--- config.mk ---
export PLATFORM = sky130hd
export DESIGN_NAME = obj_zoom_calc_flat
export DESIGN_NICKNAME = d
export VERILOG_FILES = /design/src/source/obj_pkg.sv /design/src/source/obj_zoom_if.sv /design/src/source/obj_zoom_calc.sv /design/src/flat_wrapper.sv
export SDC_FILE = /design/constraint.sdc
export NUM_CORES = 1
export LEC_CHECK = 0
export ABC_AREA = 1
export BUFFER_PORTS_ARGS = -buffer_cell sky130_fd_sc_hd__buf_4
export CORE_MARGIN = 2
export CORE_UTILIZATION = 48
export CTS_CLUSTER_DIAMETER = 100
export DETAILED_ROUTE_END_ITERATION = 10
export PLACE_DENSITY = 0.73
export SYNTH_ARGS = -nofsm -noshare
export SYNTH_HDL_FRONTEND = slang
export SYNTH_SLANG_ARGS = --single-unit
--- constraint.sdc ---
create_clock -name clk -period 2.1 [get_ports clk]
set_input_delay 0.42 -clock clk [delete_from_list [all_inputs] [get_ports clk]]
set_output_delay 0.42 -clock clk [all_outputs]
set_load 0.03 [all_outputs]
--- src/source/obj_pkg.sv ---
`default_nettype none

package obj_pkg;

    typedef logic [12:0] tile_code_t;
    typedef logic [11:0] coord_t;
    // 0 selects full size
    typedef logic [7:0]  zoom_t;
    typedef logic [7:0]  color_t;
    // {row[7:0], word column[6:0]}
    typedef logic [14:0] fb_word_addr_t;
    typedef logic [63:0] fb_word_t;
    typedef logic [7:0]  fb_be_t;
    typedef logic [31:0] mem_addr_t;
    typedef logic [7:0]  burst_len_t;

    localparam int TILE_SIZE = 16;
    // a drawn row spans up to 19 pixels, so five 4-pixel words
    localparam int ROW_WORDS = 5;

    localparam int MAX_X = 480;
    localparam int MAX_Y = 240;

    localparam int BURST_4BPP = 16;
    localparam int BURST_6BPP = 32;

    localparam mem_addr_t OBJ_DATA_BASE = 32'h0010_0000;
    localparam mem_addr_t OBJ_FB_BASE   = 32'h0080_0000;

    typedef enum logic [2:0] {
        ST_IDLE,
        ST_CHECK,
        ST_ZOOM,
        ST_LOAD,
        ST_FB_LOAD,
        ST_FB_WRITE
    } draw_state_t;

endpackage

`default_nettype wire

--- src/source/obj_zoom_if.sv ---
`timescale 1ns/1ns
`default_nettype none

interface obj_zoom_if;
    import obj_pkg::*;

    logic                      ready;
    logic [4:0]                count;
    // entry n is the source position of the n-th surviving row or column
    logic [TILE_SIZE-1:0]      valid;
    logic [TILE_SIZE-1:0][3:0] index;

    modport calc (
        output ready,
        output count,
        output valid,
        output index
    );

    modport shifter (input valid, input index);

endinterface

`default_nettype wire

--- src/source/obj_zoom_calc.sv ---
`timescale 1ns/1ns
`default_nettype none

module obj_zoom_calc (
    input  logic        clk,
    input  logic        reset,
    input  logic        start,
    input  logic [8:0]  delta,
    obj_zoom_if.calc    map
);
    import obj_pkg::*;

    logic [8:0] accum;
    logic [8:0] accum_next;
    logic [3:0] src;
    logic       running;

    assign accum_next = accum + delta;

    always_ff @(posedge clk) begin
        if (reset) begin
            running   <= 1'b0;
            src       <= '0;
            map.ready <= 1'b0;
            map.count <= '0;
            map.valid <= '0;
        end else if (start) begin
            running   <= 1'b1;
            src       <= '0;
            accum     <= '0;
            map.ready <= 1'b0;
            map.count <= '0;
            map.valid <= '0;
        end else if (running) begin
            src   <= src + 4'd1;
            accum <= accum_next;
            // a carry into bit 8 keeps this source position
            if (accum_next[8] != accum[8]) begin
                map.valid[map.count[3:0]] <= 1'b1;
                map.index[map.count[3:0]] <= src;
                map.count                 <= map.count + 5'd1;
            end
            if (src == 4'(TILE_SIZE - 1)) begin
                running   <= 1'b0;
                map.ready <= 1'b1;
            end
        end
    end

endmodule

`default_nettype wire

--- src/flat_wrapper.sv ---
// flat-port wrapper written by rule: the top's interface ports become plain ports
module obj_zoom_calc_flat import obj_pkg::*;
  (clk, reset, start, delta, map_ready, map_count, map_valid, map_index);
  obj_zoom_if map_i ();
  input  logic clk;
  input  logic reset;
  input  logic start;
  input  logic [8:0] delta;
  output wire logic [$bits(map_i.ready)-1:0] map_ready;
  output wire logic [$bits(map_i.count)-1:0] map_count;
  output wire logic [$bits(map_i.valid)-1:0] map_valid;
  output wire logic [$bits(map_i.index)-1:0] map_index;
  assign map_ready = map_i.ready;
  assign map_count = map_i.count;
  assign map_valid = map_i.valid;
  assign map_index = map_i.index;
  obj_zoom_calc u_core (.clk(clk), .reset(reset), .start(start), .delta(delta), .map(map_i));
endmodule
# == After elaboration in Yosys (flattened, before gate mapping) ==
# Index checks and enable logic that the tools add are counted.
# totals
out_inout_bits,86
inputBits,12
elab_cells,48
register_bits,100
# op_classes
mux,9
n_bitwise,3
add_sub_neg,3
n_eq_ne,2
n_reduce_logical,7
magnitude_cmp,2
# op_table
cell,count
$bwmux W64,1
$demux W4 S4,1
$or A16 B16 Y16,1
$add A9 B9 Y9,1
$mux W9,1
$reduce_and A2 Y1,3
$add A5 B1 Y5 const B,1
$lt A4 B5 Y1 const B,1
$add A4 B1 Y4 const B,1
$demux W1 S4,1
$eq A4 B4 Y1 const B,1
$ge A4 B1 Y1 const B,1
$mux W1,4
$mux W4,1
$reduce_and A4 Y1,1
$not A1 Y1,2
$reduce_bool A2 Y1,1
$reduce_or A2 Y1,1
$logic_and A1 B1 Y1,1
$ne A1 B1 Y1,1

# == Logic depth before layout (Yosys ltp) ==
# logic_depth
depth_word,5
depth_mapped,13
mapped_depth_nobuf,12

# == Least setup slack after synthesis ==
# Ideal clock, no wire load.
# synth_path
kind,input-to-reg
start,input port delta[0]
end,register u_core.map.index[10] (enable)
path_buffers,1
required_ps,1796
path_slack_ps,-142
arrival_time_ps,1938
cell_stages,12
setup_time_ps,304
path_cell_list,ha_1 -> fa_1 -> nand2_1 -> nand2_1 -> nand3_2 -> nand2_2 -> nand2_1 -> nand3_2 -> nand2_2 -> buf_6 -> nand4_1 -> inv_1
# synth_between
elab_chain_len,3
# synth_rtl
element,line_no,rtl
"start, declared",flat_wrapper.sv:8,input logic [8:0] delta;
$add A9 B9 Y9,obj_zoom_calc.sv:18,assign accum_next = accum + delta;
$ne A1 B1 Y1,obj_zoom_calc.sv:38,if (accum_next[8] != accum[8]) begin
$reduce_and A4 Y1 (no source line),--,
"end signal, assigned by index",obj_zoom_calc.sv:40,map.index[map.count[3:0]] <= src;
"end, declared",obj_zoom_if.sv:17,output index
# Every way passes these cells.
# A chain may end at the register's enable or synchronous reset.

# == Worst setup path after layout ==
# layout_path
start,register u_core.accum[0]
end,register u_core.map.index[43] (enable)
# layout_between
elab_chain_len,3
# layout_rtl
element,line_no,rtl
"start, declared",obj_zoom_calc.sv:13,logic [8:0] accum;
"start signal, assigned",obj_zoom_calc.sv:36,accum <= accum_next;
$add A9 B9 Y9,obj_zoom_calc.sv:18,
$ne A1 B1 Y1,obj_zoom_calc.sv:38,
$reduce_and A4 Y1 (no source line),--,
# Every way passes these cells.

==> insert_results.sql <==
INSERT INTO impl_metrics (metric_group, metric, value, unit) VALUES
('global_routing', 'grt-ovfl-total', '0', ''),
('logic_synthesis', 'synth-edff-count', '73', ''),
('setup_path', 'critPathLaunchType', 'flip-flop', ''),
('timing', 'fin_worst_hold_slack', '0.379', 'ns'),
('logic_synthesis', 'postSynthNetCount', '367', ''),
('drt', 'drt_iter0_drc', '159', ''),
('outcome', 'violated_checks', 'negative setup slack', ''),
('setup_path', 'worst_setup_path_end_kind', 'flip-flop', ''),
('hold_path', 'holdCritPathClass', 'primary input to flip-flop', ''),
('cells_and_area', 'ant_cells', '0', ''),
('logic_synthesis', 'synth-async-reset-ratio', '0', '%'),
('timing', 'timing.final.max_slew_violations', '0', ''),
('cells_and_area', 'area_growth_syn_to_layout', '35.3', '%'),
('logic_synthesis', 'synth_top_cell_area_share', '54.0', '%'),
('cells_and_area', 'fin_nets', '502', ''),
('clock_tree', 'path_clk_slew', '0.09', 'ns'),
('logic_synthesis', 'synthFlopType', 'sky130_fd_sc_hd__edfxtp_1', ''),
('logic_synthesis', 'synth_common_cells', 'sky130_fd_sc_hd__edfxtp_1, sky130_fd_sc_hd__nand2_1, sky130_fd_sc_hd__inv_1', ''),
('drt', 'routed_vias', '2916', ''),
('timing', 'transition_at_the_pin_with_the_smallest_max_transition_slack', '0.732', 'ns'),
('floorplan', 'ioPinCount', '98', ''),
('global_routing', 'gr-usage-met1', '26.1', '%'),
('timing', 'finalClockSkew', '0.00750', 'ns'),
('drt', 'detail_route.first_pass.iterations', '4', ''),
('drt', 'routedWlPerCell', '15.0', 'um'),
('logic_synthesis', 'synth.mux.area_fraction', '0', '%'),
('floorplan', 'effective_utilization_at_floorplan', '49.4', '%'),
('global_routing', 'met3_usage', '4.62', '%'),
('logic_synthesis', 'yosys.cell_types.count', '29', ''),
('logic_synthesis', 'compound_cell_area_share_of_the_yosys_netlist', '3.33', '%'),
('setup_path', 'critical_path_required_time', '2.18', 'ns'),
('logic_synthesis', 'postSynthRegisterBits', '100', ''),
('timing', 'final-setup-viol-count', '73', ''),
('pwr', 'power', '3.78', 'mW'),
('drt', 'post_detailed_route_drc_marker_count', '0', ''),
('placement', 'gpl.final_weighted_congestion', '0.862', ''),
('cells_and_area', 'final_core_util', '66.8', '%'),
('pwr', 'pwrdens', '690', 'mW/mm^2'),
('cells_and_area', 'multi_input_comb_area', '0.00119', 'sq mm'),
('logic_synthesis', 'synth_adder_area_share', '4.50', '%'),
('logic_synthesis', 'synth_top_family_by_area', 'simple AND/OR/NAND/NOR gates', ''),
('cells_and_area', 'fill_cells', '587', ''),
('global_routing', 'grt_start_max_net_pins', '39', ''),
('placement', 'hpwl_dp', '6050', 'um'),
('timing', 'final.setup.worst_slack', '-0.175', 'ns'),
('logic_synthesis', 'synthSimpleGateAreaFrac', '17.4', '%'),
('logic_synthesis', 'yosys.area_share.xor_xnor', '0.432', '%'),
('timing', 'rsz0062_at_grt', 'yes', ''),
('cells_and_area', 'area.sequential', '0.00273', 'sq mm'),
('timing', 'finalSetupTns', '-8.50', 'ns'),
('cells_and_area', 'drive_above_1_share', '43.0', '%'),
('job', 'max_cap_violations', '0', ''),
('clock_tree', 'cts_root_buffer', 'sky130_fd_sc_hd__clkbuf_8', ''),
('global_routing', 'globalRoute.busiestLayer', 'met2', ''),
('clock_tree', 'cts.path.max_buffers', '2', ''),
('clock_tree', 'h_tree_level_count', '3', ''),
('drt', 'finalWirelength', '8770', 'um'),
('global_routing', 'first_global_vias', '2842', ''),
('clock_tree', 'insertion_delay', '0.37', 'ns'),
('logic_synthesis', 'synthMostInstantiatedCell', 'sky130_fd_sc_hd__edfxtp_1', ''),
('global_routing', 'grt_antenna_before_repair', '0', ''),
('global_routing', 'globalRouteMet2Util', '33.0', '%'),
('logic_synthesis', 'post_synth.cell_area_avg', '11.9', 'sq um'),
('floorplan', 'placementRows', '33', ''),
('outcome', 'status', 'complete, but fails checks', ''),
('global_routing', 'grt_first_pass_wirelength', '13700', 'um'),
('global_routing', 'gr-usage-all-layers', '20.0', '%'),
('timing', 'final_worst_path_period_need', '2.27', 'ns'),
('drt', 'via_per_inst', '4.98', ''),
('floorplan', 'die_y', '95.9', 'um'),
('clock_tree', 'clkSinkCount', '100', '');
critical path, stage by stage (launching register included):
cell	delay (ns)
sky130_fd_sc_hd__edfxtp_1	0.43
sky130_fd_sc_hd__ha_4	0.19
sky130_fd_sc_hd__fa_2	0.37
sky130_fd_sc_hd__nand2_2	0.08
sky130_fd_sc_hd__nand2_2	0.07
sky130_fd_sc_hd__nand3_4	0.09
sky130_fd_sc_hd__nand2_4	0.07
sky130_fd_sc_hd__nand2_2	0.07
sky130_fd_sc_hd__nand3_2	0.08
sky130_fd_sc_hd__nand2_4	0.13
sky130_fd_sc_hd__buf_12	0.13
sky130_fd_sc_hd__nand4_1	0.15
sky130_fd_sc_hd__inv_2	0.14
stage by stage:
stage / instances / setup WS, ns / cell area, sq um
after CTS: 585 / -0.146 / 5400
after global placement: 557 / -0.222 / 5050
after global routing: 586 / -0.290 / 5490
after detailed placement: 557 / -0.286 / 5050
final: 586 / -0.175 / 5490
after floorplan: 341 / 0.000276 / 4080
layer usage:
layer	wire length, um	part of all wire [%]
met1	3740	43
met3	572	6.5
met4	125	1.4
met5	0	0
met2	4340	49
placed cells by master (no fill, tap or decap), types with 14 or more instances in the layout:
cell type,count
sky130_fd_sc_hd__a21oi_1,15
sky130_fd_sc_hd__nand2_2,14
sky130_fd_sc_hd__dfxtp_1,27
sky130_fd_sc_hd__nand2_1,51
sky130_fd_sc_hd__nor2_1,28
sky130_fd_sc_hd__edfxtp_1,73
sky130_fd_sc_hd__inv_1,37
sky130_fd_sc_hd__buf_4,126
worst paths after layout:
| path | from | endpoint | slack, ns | depth (start not counted) |
|---|---|---|---|---|
| max | u_core.accum[0] | u_core.map.index[43] | -0.17 | 12 |
| min | start | u_core.accum[0] | 0.38 | 2 |
| min reg2reg | u_core.map.valid[11] | u_core.map.valid[11] | 0.47 | 2 |
| max reg2reg | u_core.accum[0] | u_core.map.index[43] | -0.17 | 12 |
state kept, by name (all words and copies together) (netlist names):
register and flops:
u_core.running 1, u_core.map.ready 1, u_core.map.index 64, u_core.map.count 5, u_core.accum 9, u_core.map.valid 16, u_core.src 4
cell type report:
cell class,instances,share of cell area [%]
Clock buffer,9,2.26
Clock inverter,7,1.09
Inverter,52,3.74
Multi-Input combinational cell,181,21.6
Sequential cell,100,49.8
Tap cell,105,2.39
Timing Repair Buffer,132,19.1
repair_timing:
| action | 4_1_cts | 5_1_grt |
|---|---|---|
| endpoints found under the setup margin | 67 | 78 |
| setup buffers | 11 | 3 |
| resized for setup | 16 | 16 |
| gates cloned | 1 | 0 |
| pin swaps | 3 | 3 |
| hold buffers | 0 | 0 |
report_power, final:
part | switching, mW | internal, mW | total, mW
clock | 0.695 | 0.449 | 1.14
combinational | 0.279 | 0.219 | 0.499
sequential | 0.0146 | 2.13 | 2.14
total | 0.989 | 2.79 | 3.78
logic make-up after synthesis:
kind of cell | Yosys count
xor+xnor | 2
buf+inv | 60
simple gates | 141
flops | 100
compound gates | 24
fa+ha+maj | 14
(Power assumes the default switching activity.)
