==> src/source/obj_pkg.sv <==
`default_nettype none

package obj_pkg;

    typedef logic [12:0] tile_code_t;
    typedef logic [11:0] coord_t;
    // 0 selects full size
    typedef logic [7:0]  zoom_t;
    typedef logic [7:0]  color_t;
    // {row[7:0], word column[6:0]}
    typedef logic [14:0] fb_word_addr_t;
    typedef logic [63:0] fb_word_t;
    typedef logic [7:0]  fb_be_t;
    typedef logic [31:0] mem_addr_t;
    typedef logic [7:0]  burst_len_t;

    localparam int TILE_SIZE = 16;
    // a drawn row spans up to 19 pixels, so five 4-pixel words
    localparam int ROW_WORDS = 5;

    localparam int MAX_X = 480;
    localparam int MAX_Y = 240;

    localparam int BURST_4BPP = 16;
    localparam int BURST_6BPP = 32;

    localparam mem_addr_t OBJ_DATA_BASE = 32'h0010_0000;
    localparam mem_addr_t OBJ_FB_BASE   = 32'h0080_0000;

    typedef enum logic [2:0] {
        ST_IDLE,
        ST_CHECK,
        ST_ZOOM,
        ST_LOAD,
        ST_FB_LOAD,
        ST_FB_WRITE
    } draw_state_t;

endpackage

`default_nettype wire

==> src/source/obj_draw_seq.sv <==
`timescale 1ns/1ns
`default_nettype none

module obj_draw_seq #(
    parameter obj_pkg::mem_addr_t DATA_BASE = obj_pkg::OBJ_DATA_BASE,
    parameter obj_pkg::mem_addr_t FB_BASE   = obj_pkg::OBJ_FB_BASE
) (
    input  logic                   clk,
    input  logic                   reset,
    input  logic                   start,
    input  obj_pkg::tile_code_t    tile_code,
    input  obj_pkg::coord_t        pos_x,
    input  obj_pkg::coord_t        pos_y,
    input  obj_pkg::zoom_t         x_zoom,
    input  obj_pkg::zoom_t         y_zoom,
    input  logic                   bpp6,
    output logic                   busy,
    output logic                   done,
    output logic                   row_start,
    output logic                   col_start,
    output logic [8:0]             row_delta,
    output logic [8:0]             col_delta,
    input  logic                   rows_ready,
    input  logic                   cols_ready,
    input  logic [4:0]             row_count,
    output logic                   shifter_clear,
    input  logic                   load_complete,
    input  logic                   out_ready,
    input  logic                   out_done,
    output logic                   out_read,
    input  obj_pkg::fb_word_addr_t out_addr,
    input  obj_pkg::fb_word_t      out_data,
    input  obj_pkg::fb_be_t        out_be,
    output logic                   rom_read,
    output obj_pkg::mem_addr_t     rom_addr,
    output obj_pkg::burst_len_t    rom_burstcnt,
    output logic                   fb_write,
    output obj_pkg::mem_addr_t     fb_addr,
    output obj_pkg::fb_word_t      fb_data,
    output obj_pkg::fb_be_t        fb_be,
    input  logic                   fb_busy
);
    import obj_pkg::*;

    draw_state_t state;

    tile_code_t  req_code;
    coord_t      req_x;
    coord_t      req_y;
    zoom_t       req_x_zoom;
    zoom_t       req_y_zoom;
    logic        req_bpp6;

    logic [6:0]  words_left;
    logic        last_word;

    assign shifter_clear = (state == ST_IDLE);

    always_ff @(posedge clk) begin
        if (reset) begin
            state     <= ST_IDLE;
            busy      <= 1'b0;
            done      <= 1'b0;
            row_start <= 1'b0;
            col_start <= 1'b0;
            rom_read  <= 1'b0;
            out_read  <= 1'b0;
            fb_write  <= 1'b0;
        end else begin
            done      <= 1'b0;
            row_start <= 1'b0;
            col_start <= 1'b0;
            rom_read  <= 1'b0;
            out_read  <= 1'b0;

            case (state)
                ST_IDLE: begin
                    if (start) begin
                        req_code   <= tile_code;
                        req_x      <= pos_x;
                        req_y      <= pos_y;
                        req_x_zoom <= x_zoom;
                        req_y_zoom <= y_zoom;
                        req_bpp6   <= bpp6;
                        busy       <= 1'b1;
                        state      <= ST_CHECK;
                    end
                end

                ST_CHECK: begin
                    if (req_code == '0 || req_x > MAX_X || req_y > MAX_Y) begin
                        done  <= 1'b1;
                        busy  <= 1'b0;
                        state <= ST_IDLE;
                    end else begin
                        row_delta <= 9'h100 - {1'b0, req_y_zoom};
                        col_delta <= 9'h100 - {1'b0, req_x_zoom};
                        row_start <= 1'b1;
                        col_start <= 1'b1;
                        state     <= ST_ZOOM;
                    end
                end

                // ready is still stale while the start pulse is out
                ST_ZOOM: begin
                    if (!row_start && rows_ready && cols_ready) begin
                        rom_read     <= 1'b1;
                        rom_burstcnt <= req_bpp6 ? burst_len_t'(BURST_6BPP)
                                                 : burst_len_t'(BURST_4BPP);
                        rom_addr     <= DATA_BASE
                                        + (mem_addr_t'(req_code) << (req_bpp6 ? 8 : 7));
                        words_left   <= (row_count == 5'd0) ? 7'(ROW_WORDS)
                                                            : 7'(ROW_WORDS * row_count);
                        state        <= ST_LOAD;
                    end
                end

                ST_LOAD: begin
                    if (load_complete) begin
                        state <= ST_FB_LOAD;
                    end
                end

                ST_FB_LOAD: begin
                    if (out_ready) begin
                        fb_write   <= 1'b1;
                        fb_addr    <= FB_BASE + {14'd0, out_addr, 3'd0};
                        fb_data    <= out_data;
                        fb_be      <= out_be;
                        out_read   <= 1'b1;
                        last_word  <= out_done || (words_left == 7'd1);
                        words_left <= words_left - 7'd1;
                        state      <= ST_FB_WRITE;
                    end
                end

                ST_FB_WRITE: begin
                    if (!fb_busy) begin
                        fb_write <= 1'b0;
                        if (last_word) begin
                            done  <= 1'b1;
                            busy  <= 1'b0;
                            state <= ST_IDLE;
                        end else begin
                            state <= ST_FB_LOAD;
                        end
                    end
                end

                default: begin
                    state <= ST_IDLE;
                end
            endcase
        end
    end

endmodule

`default_nettype wire

==> config.mk <==
export PLATFORM = sky130hd
export DESIGN_NAME = obj_draw_seq
export DESIGN_NICKNAME = d
export VERILOG_FILES = /design/src/source/obj_pkg.sv /design/src/source/obj_draw_seq.sv
export SDC_FILE = /design/constraint.sdc
export NUM_CORES = 1
export LEC_CHECK = 0
export ABC_AREA = 1
export BUFFER_PORTS_ARGS = -buffer_cell sky130_fd_sc_hd__buf_2
export CAP_MARGIN = 20
export CORE_ASPECT_RATIO = 2
export CORE_MARGIN = 1.5
export CORE_UTILIZATION = 30
export DETAILED_ROUTE_END_ITERATION = 12
export PLACE_DENSITY = 0.57
export SKIP_LAST_GASP = 1
export SLEW_MARGIN = 20
export SYNTH_ARGS = -nofsm -noshare
export SYNTH_HDL_FRONTEND = slang
export SYNTH_SLANG_ARGS = --single-unit
==> constraint.sdc <==
create_clock -name clk -period 8.52 [get_ports clk]
set_clock_uncertainty 0.1 [all_clocks]
set_input_delay 0 -clock clk [delete_from_list [all_inputs] [get_ports clk]]
set_output_delay 0 -clock clk [all_outputs]
set_load 0.05 [all_outputs]
Word level (Yosys, flattened, before mapping)

Index checks and enable logic that the tools add are counted.
Widths: inputs -> output; s select.

Add/subtract/negate cells: 5
$mul: 1
Div/mod/pow operators: 0
Order comparisons: 2
Equality and inequality tests: 13
Shift operators: 1
Mux-type cells: 29
Bitwise operators: 5
Reduce and logical (&&, ||, !) cells: 23

Operators by type and width:

| kind                   | count |
|---|---|
| $add 21x32->32 const A | 1 |
| $shl 13x4->32          | 1 |
| $add 24x18->25 const A | 1 |
| $mux 7                 | 3 |
| $mux 3                 | 6 |
| $pmux 3 s6             | 1 |
| $sub 9x8->9 const A    | 2 |
| $reduce_and 3->1       | 5 |
| $ne 2x2->1 const B     | 7 |
| $pmux 7 s2             | 1 |
| $logic_not 13->1       | 1 |
| $gt 12x8->1 const B    | 1 |
| $gt 12x9->1 const B    | 1 |
| $mux 1                 | 12 |
| $reduce_and 5->1       | 2 |
| $eq 7x1->1 const B     | 1 |
| $mul 3x5->7 const A    | 1 |
| $sub 7x1->7 const B    | 1 |
| $eq 3x2->1 const B     | 2 |
| $eq 3x3->1 const B     | 2 |
| $mux 6                 | 1 |
| $reduce_or 2->1        | 3 |
| $logic_not 5->1        | 1 |
| $not 1->1              | 5 |
| 12 further kinds       | 17 |

Register bits after elaboration: 233
Bits in latches: 0
Memory bits (writable): 0
ROM bits: 0
Output and inout bits: 170
Memories: 0

Longest topological paths before layout

Word-level depth: 5
Depth in mapped cells: 9
Mapped depth without buffers: 9

Worst setup path after synthesis

OpenSTA, ideal clock, no wires.

Kind: reg2reg
Start: register state[0]
End: register req_bpp6 (enable)
Setup time: 0.599 ns
Arrival: 5.655 ns
Required time: 7.821 ns
Slack: 2.165 ns
Cell stages (with the launch flop): 4
Buffers on the path: 0
Cells stage by stage: dfxtp_1 -> inv_2 -> nand2_1 -> nor4_1

Longest elaborated chain between the ends: 2

Ends and longest elaborated chain:

| element                           | RTL line           | RTL |
|---|---|---|
| from (decl)                       | obj_draw_seq.sv:45 | `draw_state_t state;` |
| from (signal assigned)            | obj_draw_seq.sv:61 | `state <= ST_IDLE;` |
| from (signal assigned)            | obj_draw_seq.sv:86 | `state <= ST_CHECK;` |
| from (signal assigned)            | obj_draw_seq.sv:94 | `state <= ST_IDLE;` |
| $logic_not 3->1                   | obj_draw_seq.sv:76 | `case (state)` |
| $reduce_and 3->1 (no source line) | --                 |  |
| to (signal assigned)              | obj_draw_seq.sv:84 | `req_bpp6 <= bpp6;` |
| to (decl)                         | obj_draw_seq.sv:52 | `logic req_bpp6;` |

No other way between the ends.
A chain may end at the register's enable or synchronous reset.

Worst setup path after layout

Start: register state[2]
End: register fb_data[18] (enable)

Longest elaborated chain between the ends: 2

Ends and longest elaborated chain:

| element                           | RTL line            | RTL |
|---|---|---|
| $eq 3x3->1                        | obj_draw_seq.sv:76  |  |
| $reduce_and 3->1 (no source line) | --                  |  |
| to (signal assigned)              | obj_draw_seq.sv:128 | `fb_data <= out_data;` |
| to (decl)                         | obj_draw_seq.sv:39  | `output obj_pkg::fb_word_t fb_data,` |

No other way between the ends.

==> results.md <==
- Total design power: 2.358 mW
- Post-DP HPWL: 13740 um
- Worst r2r path cells: 5
- WHS Endpoint: fb_data[62]$_DFFE_PP_
- Number of warnings issued by yosys: 0
- Port Buf Inserts: 298
- Drt first pass iters: 4
- Crit. End Element: flip-flop
- Yosys cell types: 35
- Final layout net count: 1122
- Vias in the first global route: 5450
- Layout cells sized above 1: 36.74%
- Placed Cells: 1112
- Critical Path Source: state[2]$_SDFFE_PP0P_
- Top achievable clock speed: 405.0 MHz
- Hold Crit Start: out_data[62]
- Period utilisation layout: 28.98%
- Final min period: 2.469 ns
- Startpoint types: flip-flop
- Fin Setup TNS: 0 ns
- Setup CP Type: reg2reg
- Post-Synth Simple-Gate Area: 7.773%
- Largest net degree at the start of global routing: 84
- Total Routing Usage GR: 14.19%
- Multiplexer share of the synthesized area: 0%
- Yosys reg bits: 207
- WHS: 0.09091 ns
- Post-Layout Cell Count: 1306
- # DRC: 0
- Reg2Reg Setup Slack: 6.05 ns
- Number of buffers created by CTS: 20
- Core region area: 0.02493 mm2
- DIE HEIGHT: 227.3 um
- Post-synthesis compound-gate area fraction: 2.486%
- Synth Area in Adders: 2.088%
- Setup Viol. Count Final: 0
- EDFF count, synth: 198
- Relative slew margins: 30.93%
- Worst Hold Depth: 2
- Die Width: 115.2 um
- Buffer count from post-CTS setup fixing: 0
- Initial antenna violation count: 1
- RSZ-0062 raised after global routing: no
- Mapped Cells: 467
- Worst hold path type: in2reg
- I/O pin total: 325
- Post-synth ARST share: 0%
- DR WL/cell: 15.01 um
- DP Worst Slack: 6.038 ns
- First-pass GRT wire length: 27760 um
- Ys flop type: edfxtp_1
- CTS tree: yes
- XOR/XNOR Fraction of Synth Area: 1.740%
- Synth Cell Area: 0.007550 mm2
- Routed wire length: 19600 um
- Most common cell after layout, fill and taps aside: buf_2
- Critical Path Fanout Max: 83
- Syn-to-layout area delta: 54.14%
- Vias: 5291
- Worst r2r dst: fb_data[18]$_DFFE_PP_
- VDD IR max: 0.1861 mV
- R2r startpoint: state[2]$_SDFFE_PP0P_
- Setup ws final: 6.051 ns
- Critical path arrival: 2.51 ns
- Clock-pin slew on the worst setup and hold paths: 0.07 ns
- Outcome: finished clean
- Max-slew violation total from the final report: 0
- Initial core utilization: 30.28%
- Vias/cell: 4.051
- Initial detailed-routing violation count: 307
- Root Buffer: clkbuf_16
- Routability cong.: 0.8328
- Worst skew pair latency: 0.51 ns
- H-tree levels: 1
- Die area: 0.02618 mm2
- CTS max path bufs: 3
- Power density cells: 202.6 mW/mm2
- Total grt overflow: 0
- Commonest non-fill, non-tap cells in the layout: 298 x buf_2, 198 x edfxtp_1, 157 x dlygate4sd3_1
- Slew @ Worst Pin: 1.036 ns
- Avg Synthesized Cell Area: 16.17 um2
- Final hold vios: 0
- Post-synthesis sequential area ratio: 81.14%
- Critical Path RT: 8.56 ns
- Max-cap violations: 0
- Num rows: 82
- Largest family of logic cells by synthesized area: simple AND/OR/NAND/NOR gates
- Total clock sinks: 207
- Leak pwr: 4.808 nW
- DRT antenna net count: 0
where the power goes:
group	switching [mW]	total (mW)	internal, mW
clock network	0.380	0.851	0.472
logic	0.194	0.312	0.117
registers	0.0224	1.20	1.17
registers in the layout, summed over array words and instances, names as in the netlist, 9 cells and up:
register,cells
fb_addr,15
row_delta,9
req_y,12
col_delta,9
req_code,13
req_x,12
fb_data,64
rom_addr,29
critical path: stages, from the launching register on:
cell     delay [ns]
dfxtp_1        0.46
nand2_2        0.11
nor2_4         0.20
nand2_1        0.16
nor2_4         0.19
buf_4          0.78
how the worst max path moves through the flow:
stage / end / slack, ns / cells past startpoint
final: fb_data[18]$_DFFE_PP_ / 6.05 / 5
after global routing: fb_data[53]$_DFFE_PP_ / 5.84 / 5
after CTS: fb_addr[6]$_DFFE_PP_ / 6.03 / 5
after detailed placement: fb_data[33]$_DFFE_PP_ / 6.04 / 5
after global placement: fb_data[27]$_DFFE_PP_ / 6.10 / 5
after floorplan: req_bpp6$_DFFE_PP_ / 2.17 / 3
kinds of logic (layout without fill, tap and decap cells):
family,Yosys count,count (layout)
AO/OA/AOI/OAI,34,34
AND/OR/NAND/NOR,130,130
flip-flops,207,207
other,2,41
XOR/XNOR,15,15
adder cells (fa/ha/maj),12,12
buffers and inverters,67,531
routing by layer:
layer	GRT usage (%)	up-vias	share of wire [%]
met5	0	-	0
met4	7.925	0	4.5
met3	3.435	51	7.4
met2	27.53	230	56
met1	13.12	2440	32
li1	-	2570	-
metrics by stage:
stage	utilization (%)	cell area, um2
global placement	37.86	9438
finish	46.68	11640
CTS	46.67	11630
detailed placement	37.86	9438
global route	46.68	11640
floorplan	-	7692
synthesized netlist by cell type (2+ instances only):
cell type	n	share of area, %
a21oi_1	8	0.53
buf_4	27	2.7
clkbuf_1	4	0.20
conb_1	2	0.099
dfxtp_1	9	2.4
edfxtp_1	198	79
ha_1	11	1.8
inv_1	31	1.5
inv_2	5	0.25
nand2_1	57	2.8
nand2_2	4	0.33
nand3_1	5	0.33
nand3_2	2	0.27
nand3b_1	2	0.20
nand4_1	2	0.17
nor2_1	37	1.8
nor3_1	10	0.66
nor3_2	2	0.27
nor4_1	2	0.17
o21ai_0	16	1.1
o21ai_1	3	0.20
o22ai_1	3	0.25
or3_1	2	0.17
xnor2_1	6	0.70
xor2_1	9	1.0
layout make-up:
cell class / instances / area, um2
Timing Repair Buffer: 459 / 3093
Tap cell: 336 / 420.4
Fill cell: 2185 / 13290
Clock buffer: 25 / 519.2
Sequential cell: 207 / 6126
Antenna cell: 1 / 2.502
Inverter: 36 / 135.1
Clock inverter: 11 / 106.4
Multi-Input combinational cell: 231 / 1235
what timing repair did:
item,in CTS,in global routing
endpoints found under the hold margin,163,0
hold buffers,157,0
gates resized for setup,0,0
Note: power is estimated with default switching activity, not from simulation.
